File: config.mk
export PLATFORM = sky130hd
export DESIGN_NAME = mister_frame_top
export DESIGN_NICKNAME = d
export VERILOG_FILES = /design/src/mister_cfg_pkg.sv /design/src/ddr_req_if.sv /design/src/mister_frame_top.sv /design/src/ddr_port_mux.sv /design/src/sync_resync.sv /design/src/status_regs.sv
export SDC_FILE = /design/constraint.sdc
export NUM_CORES = 1
export LEC_CHECK = 0
export BUFFER_PORTS_ARGS = -buffer_cell sky130_fd_sc_hd__buf_4
export CORE_MARGIN = 2
export CORE_UTILIZATION = 52
export CTS_CLUSTER_DIAMETER = 150
export DETAILED_ROUTE_END_ITERATION = 10
export PLACE_DENSITY_LB_ADDON = 0.05
export SYNTH_ARGS = -nofsm -noshare
export SYNTH_HDL_FRONTEND = slang
export SYNTH_HIERARCHICAL = 1
export SYNTH_SLANG_ARGS = --single-unit
File: constraint.sdc
create_clock -name clk_sys -period 2.56 [get_ports clk_sys]
set_input_delay 0.256 -clock clk_sys [delete_from_list [all_inputs] [get_ports clk_sys]]
set_output_delay 0.256 -clock clk_sys [all_outputs]
set_load 0.005 [all_outputs]
File: src/mister_cfg_pkg.sv
// Shared widths, register map and status word layout for the frame wrapper.
// Register addresses assume word-aligned AXI4-Lite accesses only.
`default_nettype none

package mister_cfg_pkg;

    localparam int AXIL_ADDR_W = 4;
    localparam int AXIL_DATA_W = 32;
    localparam int STATUS_W    = 64;
    localparam int CORE_MOD_W  = 7;
    localparam int OFFSET_W    = 4;    // Sync offsets span 0..15

    typedef logic [STATUS_W-1:0]    status_word_t;
    typedef logic [AXIL_ADDR_W-1:0] axil_addr_t;
    typedef logic [AXIL_DATA_W-1:0] axil_data_t;
    typedef logic [CORE_MOD_W-1:0]  core_mod_t;  // Bit 0 set for vertical games
    typedef logic [OFFSET_W-1:0]    offset_t;
    typedef logic [28:0]            ddr_addr_t;  // 64-bit word address
    typedef logic [7:0]             ddr_burst_t;
    typedef logic [7:0]             ddr_be_t;
    typedef logic [15:0]            menumask_t;  // 1 hides the item

    typedef enum logic {OWNER_LOADER, OWNER_ROTATOR} ddr_owner_e;
    typedef enum logic [1:0] {RESP_OKAY = 2'b00, RESP_SLVERR = 2'b10} axi_resp_e;

    localparam axil_addr_t REG_STATUS_LO = 4'h0;
    localparam axil_addr_t REG_STATUS_HI = 4'h4;
    localparam axil_addr_t REG_CORE_MOD  = 4'h8;
    localparam axil_addr_t REG_MENUMASK  = 4'hC;  // Read only

    // Field positions inside the OSD status word
    localparam int ST_HSIZE_EN        = 19;
    localparam int ST_HSIZE_SCALE_LSB = 20;
    localparam int ST_HSIZE_SCALE_W   = 4;
    localparam int ST_HOFFSET_LSB     = 24;
    localparam int ST_VOFFSET_LSB     = 28;
    localparam int ST_SHADOW_LSB      = 32;
    localparam int ST_SHADOW_W        = 3;
    localparam int ST_SHADOW_2X       = 35;
    localparam int ST_SHADOW_ROT      = 36;
    localparam int ST_DB15            = 37;

endpackage

`default_nettype wire
File: src/ddr_req_if.sv
// One requester's view of the shared DDR port.
// The requester holds its request while busy is high.
`timescale 1ns/100ps
`default_nettype none

interface ddr_req_if
    import mister_cfg_pkg::*;
();
    ddr_burst_t burstcnt;
    ddr_addr_t  addr;
    logic       rd;
    logic       we;
    ddr_be_t    be;
    logic       busy;     // Also high while another requester owns the port

    modport requester (
        output burstcnt, addr, rd, we, be,
        input  busy
    );

    modport mux (
        input  burstcnt, addr, rd, we, be,
        output busy
    );

endinterface

`default_nettype wire

File: src/mister_frame_top.sv
// Frame wrapper top: status registers, sync resync and DDR port sharing.
// Single clock domain; the loader is read only.
`timescale 1ns/100ps
`default_nettype none

module mister_frame_top
    import mister_cfg_pkg::*;
#(
    parameter int DELAY_TAPS = 16    // Horizontal sync delay line length
) (
    input  logic       clk_sys,
    input  logic       arst_n,
    // AXI4-Lite host
    input  axil_addr_t s_awaddr,
    input  logic       s_awvalid,
    output logic       s_awready,
    input  axil_data_t s_wdata,
    input  logic [3:0] s_wstrb,
    input  logic       s_wvalid,
    output logic       s_wready,
    output logic       s_bvalid,
    output axi_resp_e  s_bresp,
    input  logic       s_bready,
    input  axil_addr_t s_araddr,
    input  logic       s_arvalid,
    output logic       s_arready,
    output logic       s_rvalid,
    output axil_data_t s_rdata,
    output axi_resp_e  s_rresp,
    input  logic       s_rready,
    // Video sync
    input  logic       pxl_cen,
    input  logic       hs,
    input  logic       vs,
    output logic       hs_out,
    output logic       vs_out,
    // Decoded controls
    output offset_t    hoffset,
    output offset_t    voffset,
    output logic       hsize_enable,
    output logic [3:0] hsize_scale,
    output logic [2:0] shadowmask,
    output logic       shadowmask_2x,
    output logic       shadowmask_rot,
    output logic       db15_en,
    output menumask_t  menumask,
    output core_mod_t  core_mod,
    // DDR requesters
    input  logic       downloading,
    input  ddr_burst_t ld_burstcnt,
    input  ddr_addr_t  ld_addr,
    input  logic       ld_rd,
    output logic       ld_busy,
    input  ddr_burst_t rot_burstcnt,
    input  ddr_addr_t  rot_addr,
    input  logic       rot_rd,
    input  logic       rot_we,
    input  ddr_be_t    rot_be,
    output logic       rot_busy,
    // DDR port
    input  logic       ddr_busy,
    output ddr_burst_t ddr_burstcnt,
    output ddr_addr_t  ddr_addr,
    output logic       ddr_rd,
    output logic       ddr_we,
    output ddr_be_t    ddr_be
);

    ddr_req_if u_ld_if ();
    ddr_req_if u_rot_if ();

    assign u_ld_if.burstcnt  = ld_burstcnt;
    assign u_ld_if.addr      = ld_addr;
    assign u_ld_if.rd        = ld_rd;
    assign u_ld_if.we        = 1'b0;     // Loader never writes
    assign u_ld_if.be        = '1;
    assign ld_busy           = u_ld_if.busy;

    assign u_rot_if.burstcnt = rot_burstcnt;
    assign u_rot_if.addr     = rot_addr;
    assign u_rot_if.rd       = rot_rd;
    assign u_rot_if.we       = rot_we;
    assign u_rot_if.be       = rot_be;
    assign rot_busy          = u_rot_if.busy;

    status_regs u_status_regs (.*);

    sync_resync #(.DELAY_TAPS(DELAY_TAPS)) u_sync_resync (
        .clk_sys (clk_sys),
        .arst_n  (arst_n),
        .pxl_cen (pxl_cen),
        .hs      (hs),
        .vs      (vs),
        .hoffset (hoffset),
        .voffset (voffset),
        .hs_out  (hs_out),
        .vs_out  (vs_out)
    );

    ddr_port_mux u_ddr_port_mux (
        .clk_sys      (clk_sys),
        .arst_n       (arst_n),
        .downloading  (downloading),
        .loader       (u_ld_if),
        .rotator      (u_rot_if),
        .ddr_busy     (ddr_busy),
        .ddr_burstcnt (ddr_burstcnt),
        .ddr_addr     (ddr_addr),
        .ddr_rd       (ddr_rd),
        .ddr_we       (ddr_we),
        .ddr_be       (ddr_be)
    );

endmodule

`default_nettype wire

File: src/ddr_port_mux.sv
// Shares one DDR request port between the ROM loader and the screen rotator.
// Ownership follows downloading but only moves while the owner is idle.
// No added latency; the non-owner always sees busy.
`timescale 1ns/100ps
`default_nettype none

module ddr_port_mux
    import mister_cfg_pkg::*;
(
    input  logic          clk_sys,
    input  logic          arst_n,
    input  logic          downloading,
    ddr_req_if.mux        loader,
    ddr_req_if.mux        rotator,
    input  logic          ddr_busy,
    output ddr_burst_t    ddr_burstcnt,
    output ddr_addr_t     ddr_addr,
    output logic          ddr_rd,
    output logic          ddr_we,
    output ddr_be_t       ddr_be
);

    ddr_owner_e owner;
    ddr_owner_e owner_want;
    logic       owner_idle;

    assign owner_want = downloading ? OWNER_LOADER : OWNER_ROTATOR;
    assign owner_idle = (owner == OWNER_LOADER) ? !(loader.rd || loader.we)
                                                : !(rotator.rd || rotator.we);

    always_ff @(posedge clk_sys or negedge arst_n) begin
        if (!arst_n)
            owner <= OWNER_LOADER;
        else if (owner_idle)
            owner <= owner_want;   // Never cut a request short
    end

    always_comb begin
        if (owner == OWNER_LOADER) begin
            ddr_burstcnt = loader.burstcnt;
            ddr_addr     = loader.addr;
            ddr_rd       = loader.rd;
            ddr_we       = loader.we;
            ddr_be       = loader.be;
        end else begin
            ddr_burstcnt = rotator.burstcnt;
            ddr_addr     = rotator.addr;
            ddr_rd       = rotator.rd;
            ddr_we       = rotator.we;
            ddr_be       = rotator.be;
        end
    end

    assign loader.busy  = (owner == OWNER_LOADER) ? ddr_busy : 1'b1;
    assign rotator.busy = (owner == OWNER_ROTATOR) ? ddr_busy : 1'b1;

    a_owner_switch_idle: assert property (@(posedge clk_sys) disable iff (!arst_n)
        $changed(owner) |-> $past(owner_idle));
    a_no_rd_we: assert property (@(posedge clk_sys) disable iff (!arst_n)
        !(ddr_rd && ddr_we));

endmodule

`default_nettype wire

File: src/sync_resync.sv
// Moves sync pulses for CRT centring.
// hoffset must stay below DELAY_TAPS; voffset always fits its own line.
`timescale 1ns/100ps
`default_nettype none

module sync_resync
    import mister_cfg_pkg::*;
#(
    parameter int DELAY_TAPS = 16
) (
    input  logic    clk_sys,
    input  logic    arst_n,
    input  logic    pxl_cen,
    input  logic    hs,
    input  logic    vs,
    input  offset_t hoffset,
    input  offset_t voffset,
    output logic    hs_out,
    output logic    vs_out
);

    localparam int V_TAPS = 2**OFFSET_W;  // Every voffset value reachable

    logic [DELAY_TAPS-1:0] hs_line;   // One tap per pixel
    logic [V_TAPS-1:0]     vs_line;   // One tap per line
    logic                  hs_last;
    logic                  hs_rise;

    assign hs_rise = pxl_cen && hs && !hs_last;

    always_ff @(posedge clk_sys or negedge arst_n) begin
        if (!arst_n) begin
            hs_line <= '0;
            vs_line <= '0;
            hs_last <= 1'b0;
        end else begin
            if (pxl_cen) begin
                hs_line <= {hs_line[DELAY_TAPS-2:0], hs};
                hs_last <= hs;
            end
            if (hs_rise)
                vs_line <= {vs_line[V_TAPS-2:0], vs};
        end
    end

    // Tap 0 already holds one sample of delay
    assign hs_out = hs_line[hoffset];
    assign vs_out = vs_line[voffset];

    // The offset comes from the status block, which knows nothing of the line length
    a_hoffset_range: assert property (@(posedge clk_sys) disable iff (!arst_n)
        hoffset < DELAY_TAPS);

endmodule

`default_nettype wire

File: src/status_regs.sv
// AXI4-Lite register block for the OSD status word and core mode bits.
// Address and data channels may arrive in either order; one write in flight.
// Unmapped or read-only targets answer SLVERR and leave state untouched.
`timescale 1ns/100ps
`default_nettype none

module status_regs
    import mister_cfg_pkg::*;
(
    input  logic       clk_sys,
    input  logic       arst_n,
    input  axil_addr_t s_awaddr,
    input  logic       s_awvalid,
    output logic       s_awready,
    input  axil_data_t s_wdata,
    input  logic [3:0] s_wstrb,
    input  logic       s_wvalid,
    output logic       s_wready,
    output logic       s_bvalid,
    output axi_resp_e  s_bresp,
    input  logic       s_bready,
    input  axil_addr_t s_araddr,
    input  logic       s_arvalid,
    output logic       s_arready,
    output logic       s_rvalid,
    output axil_data_t s_rdata,
    output axi_resp_e  s_rresp,
    input  logic       s_rready,
    output offset_t    hoffset,
    output offset_t    voffset,
    output logic       hsize_enable,
    output logic [3:0] hsize_scale,
    output logic [2:0] shadowmask,
    output logic       shadowmask_2x,
    output logic       shadowmask_rot,
    output logic       db15_en,
    output menumask_t  menumask,
    output core_mod_t  core_mod
);

    status_word_t status;
    logic         aw_done, w_done;   // Channel accepted, waiting for its partner
    axil_addr_t   aw_addr_q;
    axil_data_t   w_data_q;
    logic [3:0]   w_strb_q;
    logic         aw_hs, w_hs, ar_hs;
    logic         wr_go, wr_ok;
    axil_addr_t   wr_addr;
    axil_data_t   wr_data;
    logic [3:0]   wr_strb;

    assign s_awready = !aw_done && !s_bvalid;
    assign s_wready  = !w_done && !s_bvalid;
    assign s_arready = !s_rvalid;

    assign aw_hs = s_awvalid && s_awready;
    assign w_hs  = s_wvalid && s_wready;
    assign ar_hs = s_arvalid && s_arready;

    // Commit as soon as both halves are in hand, held or arriving now
    assign wr_go   = (aw_done || aw_hs) && (w_done || w_hs);
    assign wr_addr = aw_done ? aw_addr_q : s_awaddr;
    assign wr_data = w_done ? w_data_q : s_wdata;
    assign wr_strb = w_done ? w_strb_q : s_wstrb;
    assign wr_ok   = (wr_addr == REG_STATUS_LO) || (wr_addr == REG_STATUS_HI) ||
                     (wr_addr == REG_CORE_MOD);

    always_ff @(posedge clk_sys or negedge arst_n) begin
        if (!arst_n) begin
            aw_done  <= 1'b0;
            w_done   <= 1'b0;
            s_bvalid <= 1'b0;
            s_rvalid <= 1'b0;
            status   <= '0;
            core_mod <= '0;
        end else begin
            if (wr_go) begin
                aw_done  <= 1'b0;
                w_done   <= 1'b0;
                s_bvalid <= 1'b1;
                case (wr_addr)
                    REG_STATUS_LO: begin
                        for (int i = 0; i < 4; i++)
                            if (wr_strb[i]) status[8*i +: 8] <= wr_data[8*i +: 8];
                    end
                    REG_STATUS_HI: begin
                        for (int i = 0; i < 4; i++)
                            if (wr_strb[i]) status[32+8*i +: 8] <= wr_data[8*i +: 8];
                    end
                    REG_CORE_MOD: if (wr_strb[0]) core_mod <= wr_data[CORE_MOD_W-1:0];
                    default: ;
                endcase
            end else begin
                if (aw_hs) aw_done <= 1'b1;
                if (w_hs) w_done <= 1'b1;
                if (s_bvalid && s_bready) s_bvalid <= 1'b0;
            end
            if (ar_hs)
                s_rvalid <= 1'b1;
            else if (s_rready)
                s_rvalid <= 1'b0;
        end
    end

    always_ff @(posedge clk_sys) begin
        if (aw_hs) aw_addr_q <= s_awaddr;
        if (w_hs) begin
            w_data_q <= s_wdata;
            w_strb_q <= s_wstrb;
        end
        if (wr_go) s_bresp <= wr_ok ? RESP_OKAY : RESP_SLVERR;
        if (ar_hs) begin
            s_rresp <= RESP_OKAY;
            case (s_araddr)
                REG_STATUS_LO: s_rdata <= status[31:0];
                REG_STATUS_HI: s_rdata <= status[63:32];
                REG_CORE_MOD:  s_rdata <= {{(AXIL_DATA_W-CORE_MOD_W){1'b0}}, core_mod};
                REG_MENUMASK:  s_rdata <= {16'h0000, menumask};
                default: begin
                    s_rdata <= '0;
                    s_rresp <= RESP_SLVERR;
                end
            endcase
        end
    end

    // Field decode
    assign hsize_enable   = status[ST_HSIZE_EN];
    assign hsize_scale    = status[ST_HSIZE_SCALE_LSB +: ST_HSIZE_SCALE_W];
    assign hoffset        = status[ST_HOFFSET_LSB +: OFFSET_W];
    assign voffset        = status[ST_VOFFSET_LSB +: OFFSET_W];
    assign shadowmask     = status[ST_SHADOW_LSB +: ST_SHADOW_W];
    assign shadowmask_2x  = status[ST_SHADOW_2X];
    assign shadowmask_rot = core_mod[0] ^ status[ST_SHADOW_ROT];
    assign db15_en        = status[ST_DB15];

    always_comb begin
        menumask    = '0;
        menumask[4] = ~core_mod[0];          // Rotation items for vertical games
        menumask[3] = (shadowmask == 3'd0);  // Shadowmask filter off
        menumask[2] = ~hsize_enable;         // Scale factor only when enabled
    end

    a_bvalid_hold: assert property (@(posedge clk_sys) disable iff (!arst_n)
        s_bvalid && !s_bready |=> s_bvalid);
    a_rvalid_hold: assert property (@(posedge clk_sys) disable iff (!arst_n)
        s_rvalid && !s_rready |=> s_rvalid && $stable(s_rdata));

endmodule

`default_nettype wire

# Word level (Yosys, flattened, before mapping)
# Cells that the tools add are included.
# word_totals
register_bits,185
inputBits,141
output_inout_bits,134
word_cells,98
# op_classes
order_cmp,2
n_eq_ne,5
n_mux,27
bitwise_logic,3
n_reduce_logical,38
# ops
cell,count
case mux 32 bit (4 select lines),1
two-way mux 32 bit,1
two-way mux 29 bit,1
AND reduction 3 bit,9
two-way mux 1 bit,16
two-way mux 8 bit,2
equality test 4 bit (second input constant),3
< comparator 4 x 5 -> 1 bit (second input constant),2
logical AND 1 bit,9
binary-select mux 1 bit (select 4 bit),2
equality test 4 x 3 -> 1 bit (second input constant),2
logical NOT 4 bit,2
two-way mux 4 bit,2
nonzero test 2 bit,4
logical NOT 1 bit,7
logical OR 1 bit,5
two-way mux 2 bit,2
OR reduction 4 bit,1
logical NOT 3 bit,1
inverter 1 bit,2
XOR 1 bit,1

# Longest topological paths before layout
# Gate-level depths: netlist of the first run.
# logic_depth
ltp_word,6
mapped_depth,5
depth_no_buf,4

# Modules after synthesis
# The synthesis of the first run kept the hierarchy.
# by_module_without_submodules
mod,instances,cells_each,area_each_um2,seq_area_each_um2
status_regs,1,396,6496.2,4098.9
sync_resync,1,82,1471.4,800.8
ddr_port_mux,1,59,863.3,25.0
mister_frame_top,1,2,7.5,0.0

# Worst setup path after synthesis of the first run
# Ideal clock, no wire load.
# synth_timing
kind,reg-to-reg
startpoint,reg u_status_regs.s_rvalid
endpoint,"reg u_status_regs.s_rdata[0], enable pin"
setup_time_ps,428
arrival_time_ps,1918
t_required_ps,2132
setup_slack_ps,214
path_stages_with_launch,2
n_path_buf,0
path_cell_list,dfrtp_1 > nor2b_1
# synth_between
elab_chain_cells,2
# synth_lines
element,line,text
start: declaration,status_regs.sv:25,"output logic s_rvalid,"
start signal: assignment,status_regs.sv:73,s_rvalid <= 1'b0;
start signal: assignment,status_regs.sv:99,s_rvalid <= 1'b1;
start signal: assignment,status_regs.sv:101,s_rvalid <= 1'b0;
logical NOT 1 bit,status_regs.sv:54,assign s_arready = !s_rvalid;
logical AND 1 bit,status_regs.sv:58,assign ar_hs = s_arvalid && s_arready;
via u_status_regs.ar_hs,status_regs.sv:46,"logic aw_hs, w_hs, ar_hs;"
end signal: assignment,status_regs.sv:115,REG_STATUS_LO: s_rdata <= status[31:0];
end signal: assignment,status_regs.sv:116,REG_STATUS_HI: s_rdata <= status[63:32];
end signal: assignment,status_regs.sv:117,"REG_CORE_MOD: s_rdata <= {{(AXIL_DATA_W-CORE_MOD_W){1'b0}}, core_mod};"
end: declaration,status_regs.sv:26,"output axil_data_t s_rdata,"
# The timed path passes the listed nets, and every way through them passes these cells.
# A chain may end at the register's enable or synchronous reset.

# Worst setup path after layout of the first run
# layout_timing
startpoint,reg u_status_regs.status[24]
endpoint,out hs_out
# layout_between
elab_chain_cells,2
# layout_lines
element,line,text
start: declaration,status_regs.sv:41,status_word_t status;
start signal: indexed assignment,status_regs.sv:84,if (wr_strb[i]) status[8*i +: 8] <= wr_data[8*i +: 8];
start signal: indexed assignment,status_regs.sv:88,if (wr_strb[i]) status[32+8*i +: 8] <= wr_data[8*i +: 8];
binary-select mux 1 bit (select 4 bit),sync_resync.sv:47,assign hs_out = hs_line[hoffset];
two-way mux 1 bit (not written as such),sync_resync.sv:47,
end: declaration,mister_frame_top.sv:35,"output logic hs_out,"
# No other way between the ends. The select of a mux whose other input is x is not followed.

==> results of run 1 <==
==> worst reg2reg max path: stages, from the launching register on <==
cell     delay, ps
dfrtp_2        670
buf_4          350
mux2i_1        210
nor3_4         420
mux2_2         400
==> logic make-up after synthesis <==
logic type	after synthesis	share of synthesized area
xor gates and xnor gates	1	0.0009911
buffers and inverters	57	0.05209
muxes	207	0.3027
DFF	182	0.5572
other	3	0.001274
and+or+nand+nor	50	0.04445
AOI/OAI and AO/OA	39	0.04134
==> per-stage QoR <==
step	instances	setup WS (ps)	power, W
after floorplan	561	213.9	0.006500
after CTS	1037	272.6	0.01052
after global routing	1040	232.6	0.01096
after detailed placement	1000	419.9	0.007659
after global placement	1000	519.1	0.007507
final	1040	315.0	0.01044
==> repair_timing <==
item	CTS	global route
endpoints found under the hold margin	43	3
hold buffers	5	3
gates resized for setup	0	0
==> how the worst max path moves through the flow <==
stage                                          from                              endpoint  slack, ps  cells after the start
2_1_floorplan    u_status_regs/s_rvalid$_DFFE_PN0P_    u_status_regs/s_rdata[0]$_DFFE_PP_        210                      1
3_3_place_gp       u_status_regs/w_done$_DFFE_PN0P_  u_status_regs/status[16]$_DFFE_PN0P_        520                      4
3_5_place_dp       u_status_regs/w_done$_DFFE_PN0P_  u_status_regs/status[22]$_DFFE_PN0P_        420                      4
4_1_cts        u_status_regs/status[24]$_DFFE_PN0P_                                hs_out        270                      4
5_1_grt        u_status_regs/status[24]$_DFFE_PN0P_                                hs_out        230                      4
6_report       u_status_regs/status[24]$_DFFE_PN0P_                                hs_out        310                      4
==> metal layers <==
metal	wire length (um)	part of all wire	track usage	up-vias
met5	0	0	0	-
met4	184	0.0090	0.05380	0
met3	1260	0.062	0.06689	21
met2	10540	0.52	0.3795	160
met1	8355	0.41	0.2901	2794
li1	-	-	-	2507
==> area by class of cell <==
type / count / share of cell area
multi-input combinational: 322 / 0.3071
clock buffer: 24 / 0.04429
tap: 220 / 0.02376
timing repair buffer: 279 / 0.1858
inverter: 5 / 0.001620
sequential: 182 / 0.4254
clock inverter: 8 / 0.01210
==> sequential cells by signal, indices dropped and copies added, names as in the netlist <==
signal,count
u_status_regs/status,64
u_sync_resync/hs_line,16
u_status_regs/s_rresp,1
u_status_regs/s_rdata,32
u_status_regs/aw_done,1
u_status_regs/s_rvalid,1
u_status_regs/w_data_q,32
u_sync_resync/vs_line,16
u_status_regs/s_bresp,1
u_ddr_port_mux/owner,1
u_status_regs/aw_addr_q,4
u_status_regs/s_bvalid,1
u_status_regs/w_strb_q,4
u_status_regs/w_done,1
u_status_regs/core_mod,7
==> power by group through the flow <==
| stage | combinational, W | sequential [W] | clock (W) |
|---|---|---|---|
| 6_report | 0.00303 | 0.00458 | 0.00282 |
| 5_1_grt | 0.00326 | 0.00468 | 0.00303 |
| 4_1_cts | 0.00306 | 0.00458 | 0.00288 |
| 3_5_place_dp | 0.00303 | 0.00463 | 0 |
| 3_3_place_gp | 0.00293 | 0.00458 | 0 |
| 2_1_floorplan | 0.00215 | 0.00435 | 0 |
==> cell usage after synthesis (2+ instances only) <==
| library cell | number |
|---|---|
| a22o_1 | 25 |
| a21oi_1 | 4 |
| nand2_1 | 2 |
| and2_1 | 2 |
| buf_12 | 4 |
| nor2_1 | 15 |
| o22ai_4 | 2 |
| and2b_2 | 2 |
| buf_6 | 5 |
| clkbuf_1 | 6 |
| mux2i_1 | 13 |
| nor3_1 | 3 |
| or2_1 | 2 |
| nor2b_1 | 5 |
| clkbuf_8 | 2 |
| nor3_2 | 3 |
| mux4_2 | 3 |
| inv_1 | 5 |
| mux2_4 | 55 |
| buf_4 | 32 |
| nor3_4 | 6 |
| mux2_2 | 128 |
| buf_2 | 3 |
| dfrtp_1 | 108 |
| nor3b_2 | 3 |
| mux4_1 | 8 |
| conb_1 | 3 |
| nor2_2 | 2 |
| edfxtp_1 | 74 |
==> metrics.md, run 1 <==
| Metric | Value |
|---|---|
| Reg-to-reg critical path endpoint | `u_status_regs/status[17]$_DFFE_PN0P_` |
| Max FO, Critical Path | `7` |
| Area share of the leading cell type in the synthesized netlist | `0.3058` |
| Count of unique library cells instantiated by Yosys | `43` |
| Post-route setup TNS | `0 ps` |
| Highest clock frequency the design can meet | `0.4454 GHz` |
| RSZ-0062 raised after global routing | `false` |
| Number of cells produced by synthesis | `539` |
| Leakage | `5.348 nW` |
| End-of-flow core utilization | `0.6985` |
| Arrival time worst endpoint | `1990 ps` |
| Final setup violation count | `0` |
| Data required time at the worst endpoint | `2300 ps` |
| Post-placement cell area | `10850 um2` |
| Longest Clk Path Bufs | `2` |
| Final Slew Violations | `0` |
| Type of the worst setup path | `reg2out` |
| Design internal power | `0.007602 W` |
| Clock-pin slew of the registers on the worst-case setup and hold paths | `60 ps` |
| Final clock skew | `9.479 ps` |
| Net switching power | `0.002834 W` |
| Count of cells along the worst register-to-register path | `4` |
| Largest net degree at the start of global routing | `60` |
| Flops & latches, synth | `182` |
| Growth of design area from synthesis to finish | `31.06%` |
| Number of DRC markers in iteration 0 | `257` |
| Hold_ws | `21.08 ps` |
| Nature of the critical path endpoint | `primary output` |
| Transition time at the pin with the least slew margin | `559.2 ps` |
| Die Outline Area | `18060 um2` |
| Number of buffer cells added on primary ports | `259` |
| Clock tree sinks | `182` |
| Share of power burned in combinational logic | `0.290` |
| Num rows | `47` |
| Post-synthesis instance area | `8838 um2` |
| Detailed-placement wirelength estimate | `15.00 mm` |
| Leading cell type in the layout, fill and taps excluded | `buf_4` |
| Sequential Area | `4927 um2` |
| Worst rel slew slack | `0.6272` |
| Final critical-path required period | `2245 ps` |
| Combined buffer and inverter count along the critical path | `1` |
| CTS H-tree lvls | `4` |
| Hold path endpoint | `u_status_regs/w_data_q[16]$_DFFE_PP_` |
| X dimension of the die | `134.4 um` |
| Final weighted congestion of routability-driven global placement | `0.7920` |
| Area of the core | `16580 um2` |
| Final Cycle Share | `0.8770` |
| Worst hold path startpoint | `s_wdata[16]` |
| Switching Share | `0.2716` |
| Most area-hungry cell type in the Yosys netlist | `dfrtp_1` |
| Cell Chain, Critical Path | `mux4_1 > mux2i_1 > mux2i_1 > buf_4` |
| First-pass GRT wire length | `31.48 mm` |
| Critical path's slowest cell | `mux4_1` |
| Max VDD drop | `0.5796 mV` |
| Antenna cells | `0` |
| Fraction of final layout cells sized beyond drive strength 1 | `0.6280` |
| Power per unit of standard cell area | `900.9 nW/um2` |
| Main synth FF type | `dfrtp_1` |
| Number of setup buffers added after CTS | `0` |
| Number of warnings reported in the yosys synthesis log | `6` |
| I/O pins | `275` |
| Total Routing Usage GR | `0.2258` |
| Die height | `134.4 um` |
| Cell family with most CP delay | `multiplexers` |
| Number of buffers added by the clock tree synthesis step | `17` |
| WL final | `20.34 mm` |
| Count of endpoints failing hold in the final timing report | `0` |
| Overflow left after global routing | `0` |
| Maximum capacitance violations | `0` |
| Clock power frac | `0.270` |
| Area of combinational cells with multiple inputs | `3557 um2` |
| Crit path launch type | `flip-flop` |
| Largest cells by area after synthesis | `dfrtp_1, edfxtp_1, mux2_2` |
| Max stage delay on crit path | `600 ps` |
| Antenna violations before repair | `0` |
| Number of design rule violations left after detail routing | `0` |
| Worst reg2reg path startpoint | `u_status_regs/w_done$_DFFE_PN0P_` |
| Remaining antenna violation count after routing | `0` |
| Post-synth EDFFs | `74` |
| Insertion delay to the later sink of the worst-skew pair | `420 ps` |
| TritonCTS clock tree | `built` |
| Setup slack on the worst flop-to-flop path | `390 ps` |
| Final-layout fill cell count | `1161` |
| Routed via count divided by cell count | `5.271` |
| Flop pwr share | `0.439` |
| Instance count along the most critical hold path | `1` |
| Post-route design area | `11580 um2` |
| Routed wirelength normalized by instance count | `19.56 um` |
| Library cell appearing most often on the critical path | `mux2i_1` |
| Worst min path class | `in2reg` |
| Length of the first detailed-routing pass in iterations | `4` |
| Share of flip-flops with an asynchronous set or reset | `0.5934` |
| Net count reported at finish | `948` |
| Sequential area share after synthesis | `0.5572` |
| Mean cell area of the mapped netlist | `16.40 um2` |
| Via Count | `5482` |
| Vias in the first global route | `5802` |
| Root Buffer Master | `clkbuf_16` |
| Status | `complete, no violations` |
| Most frequent cells in the layout | `buf_4, mux2_2, dfrtp_1` |
| Starting Density | `0.5330` |
Note: power is estimated with default switching activity, not from simulation.
==> run 2: changes to the inputs <==
CORE_UTILIZATION = 53   (was 52)
CTS_BUF_LIST = sky130_fd_sc_hd__clkbuf_4 sky130_fd_sc_hd__clkbuf_8   (was unset)
==> run 2 against run 1 <==
Compared with the run above: die area is 1.8% lower; via count rose by 1.5%; cell count grew 3.1%; non-clock buffer count is 33 higher; utilization is 1.2 points higher; sequential share of layout area decreased by 0.44 points; wire length decreased by 2.6%; clock power is 27% lower; worst hold slack better by 12 ps; highest routed layer unchanged.
==> metrics.md, run 2 (same netlist as run 1, synthesis figures left out) <==
| Metric | Value |
|---|---|
| Number of hold buffers added after CTS | `44 (+39)` |
| Leakage | `5.356 nW (+0.14%)` |
| Setup slack on the worst flop-to-flop path | `330 ps (-60 ps)` |
| Data required time at the worst endpoint | `2300 ps (about the same)` |
| Antenna cells | `0 (unchanged)` |
| Cell family with most CP delay | `multiplexers` |
| Via Count | `5563 (+1.5%)` |
| Cell Chain, Critical Path | `mux4_1 > mux2i_1 > mux2i_1 > buf_4` |
| Worst reg2reg path startpoint | `u_status_regs/aw_done$_DFFE_PN0P_` |
| Die height | `133.1 um (-0.92%)` |
| TritonCTS clock tree | `built` |
| Logic depth of the worst setup path including buffers | `4 (unchanged)` |
| Max FO, Critical Path | `7 (unchanged)` |
| First-pass GRT wire length | `31.43 mm (-0.15%)` |
| Clock-pin slew of the registers on the worst-case setup and hold paths | `90 ps (+30 ps)` |
| Final-layout fill cell count | `1144 (-1.5%)` |
| Net switching power | `0.002765 W (-2.4%)` |
| Num rows | `47 (unchanged)` |
| Leading cell type in the layout, fill and taps excluded | `buf_4` |
| Net count reported at finish | `981 (+3.5%)` |
| Area of the core | `16470 um2 (-0.71%)` |
| Final Cycle Share | `0.9181 (+0.04113)` |
| Routed wirelength normalized by instance count | `18.48 um (-5.5%)` |
| Power per unit of standard cell area | `824.8 nW/um2 (-8.4%)` |
| Worst setup path startpoint | `u_status_regs/status[28]$_DFFE_PN0P_` |
| Number of DRC markers in iteration 0 | `263 (+2.3%)` |
| WL final | `19.81 mm (-2.6%)` |
| End-of-flow core utilization | `0.7109 (+0.01236)` |
| Overflow left after global routing | `0 (unchanged)` |
| Total Routing Usage GR | `0.2277 (+0.001931)` |
| Max stage delay on crit path | `630 ps (+30 ps)` |
| Largest net degree at the start of global routing | `57 (-5.0%)` |
| Max VDD drop | `0.5266 mV (-9.1%)` |
| Flop pwr share | `0.476 (+0.037)` |
| Fraction of final layout cells sized beyond drive strength 1 | `0.6009 (-0.02711)` |
| Library cell appearing most often on the critical path | `mux2i_1` |
| Post-cts sizing count | `0 (unchanged)` |
| Final clock skew | `14.26 ps (+4.781 ps)` |
| Arrival time worst endpoint | `2090 ps (+100 ps)` |
| Post-route setup TNS | `0 ps (unchanged)` |
| Length of the first detailed-routing pass in iterations | `4 (unchanged)` |
| Crit path launch type | `flip-flop` |
| Insertion delay to the later sink of the worst-skew pair | `470 ps (+50 ps)` |
| Final weighted congestion of routability-driven global placement | `0.8235 (+4.0%)` |
| Routed via count divided by cell count | `5.189 (-1.6%)` |
| Number of buffer cells added on primary ports | `259 (unchanged)` |
| Nature of the critical path endpoint | `primary output` |
| Growth of design area from synthesis to finish | `32.43%` |
| Maximum capacitance violations | `0 (unchanged)` |
| Detailed-placement wirelength estimate | `14.34 mm (-4.4%)` |
| Worst min path class | `in2reg` |
| Combined buffer and inverter count along the critical path | `1 (unchanged)` |
| Largest registers | `u_status_regs/status (64), u_status_regs/s_rdata (32), u_status_regs/w_data_q (32)` |
| Longest Clk Path Bufs | `2 (unchanged)` |
| Vias in the first global route | `5806 (+0.069%)` |
| Clock power frac | `0.212 (-0.058)` |
| Design internal power | `0.006889 W (-9.4%)` |
| Starting Density | `0.5368 (+0.003807)` |
| Number of design rule violations left after detail routing | `0 (unchanged)` |
| Reg-to-reg critical path endpoint | `u_status_regs/status[45]$_DFFE_PN0P_` |
| RSZ-0062 raised after global routing | `false` |
| Biggest register | `u_status_regs/status` |
| Final Slew Violations | `0 (unchanged)` |
| Hold_ws | `32.89 ps (+11.81 ps)` |
| Number of setup buffers added after CTS | `0 (unchanged)` |
| Final critical-path required period | `2350 ps (+105.3 ps)` |
| Transition time at the pin with the least slew margin | `716.1 ps (+156.9 ps)` |
| Endpoint of the most critical setup path | `vs_out` |
| I/O pins | `275 (unchanged)` |
| Worst rel slew slack | `0.5226 (-0.1046)` |
| Number of flip-flops under the largest register name | `64 (unchanged)` |
| Root Buffer Master | `clkbuf_8` |
| X dimension of the die | `133.1 um (-0.92%)` |
| Antenna violations before repair | `0 (unchanged)` |
| Most frequent cells in the layout | `buf_4, mux2_2, dfrtp_1` |
| Switching Share | `0.2864 (+0.01482)` |
| Area of combinational cells with multiple inputs | `3557 um2 (unchanged)` |
| Remaining antenna violation count after routing | `0 (unchanged)` |
| Type of the worst setup path | `reg2out` |
| CTS H-tree lvls | `4 (unchanged)` |
| Final setup violation count | `0 (unchanged)` |
| Critical path's slowest cell | `mux4_1` |
| Number of buffers added by the clock tree synthesis step | `17 (unchanged)` |
| Sequential Area | `4927 um2 (unchanged)` |
| Die Outline Area | `17720 um2 (-1.8%)` |
| Count of cells along the worst register-to-register path | `4 (unchanged)` |
| Clock tree sinks | `182 (unchanged)` |
| Highest clock frequency the design can meet | `0.4255 GHz (-4.5%)` |
| Status | `complete, no violations` |
| Count of endpoints failing hold in the final timing report | `0 (unchanged)` |
| Share of power burned in combinational logic | `0.312 (+0.022)` |
run 2: layout make-up:
type	instances	area share
inverters	5	0.001603
flip-flops and latches	182	0.4210
well taps	220	0.02352
multi-input cells	322	0.3039
repair buffers	312	0.2138
clock buffers	18	0.02063
clock inverters	13	0.01561
run 2: how the worst min path moves through the flow:
stage                                                 end  slack, ps  cells past startpoint   start
CTS                  u_sync_resync/vs_line[0]$_DFFE_PN0P_          5                      2      vs
finish               u_sync_resync/vs_line[0]$_DFFE_PN0P_         30                      2      vs
global placement    u_status_regs/core_mod[4]$_DFFE_PN0P_        340                      1  arst_n
floorplan                u_ddr_port_mux/owner$_DFFE_PN0P_        -40                      0  arst_n
detailed placement  u_status_regs/core_mod[0]$_DFFE_PN0P_        350                      1  arst_n
global route         u_sync_resync/vs_line[0]$_DFFE_PN0P_          4                      2      vs
run 2: worst register-to-register path, cell delays in order, from the launching register on:
cell	delay (ps)
dfrtp_1	660
nor3b_4	380
o22ai_2	240
nor3_4	440
mux2_2	390
run 2: power by group through the flow:
stage | Sequential, W | Clock, W | Combinational (W)
2_1_floorplan | 0.00435 | 0 | 0.00215
3_3_place_gp | 0.00461 | 0 | 0.00289
3_5_place_dp | 0.00466 | 0 | 0.00298
4_1_cts | 0.00460 | 0.00210 | 0.00304
5_1_grt | 0.00472 | 0.00224 | 0.00324
6_report | 0.00460 | 0.00205 | 0.00301
run 2: layer usage:
| metal | wire (um) | track usage | vias to the layer above |
|---|---|---|---|
| li1 | - | - | 2576 |
| met1 | 8349 | 0.3015 | 2806 |
| met2 | 10200 | 0.3768 | 152 |
| met3 | 922 | 0.05327 | 29 |
| met4 | 345 | 0.07210 | 0 |
| met5 | 0 | 0 | - |
run 2: per-stage QoR:
step                      instance area [um2]  total power (W)  worst slack [ps]  instances
after floorplan                          8921         0.006500             213.9        561
after global placement                  10840         0.007504             416.1        997
after detailed placement                10840         0.007643             325.1        997
after CTS                               11710         0.009748             158.0       1072
after global routing                    11710          0.01020             117.5       1072
final                                   11710         0.009654             209.7       1072
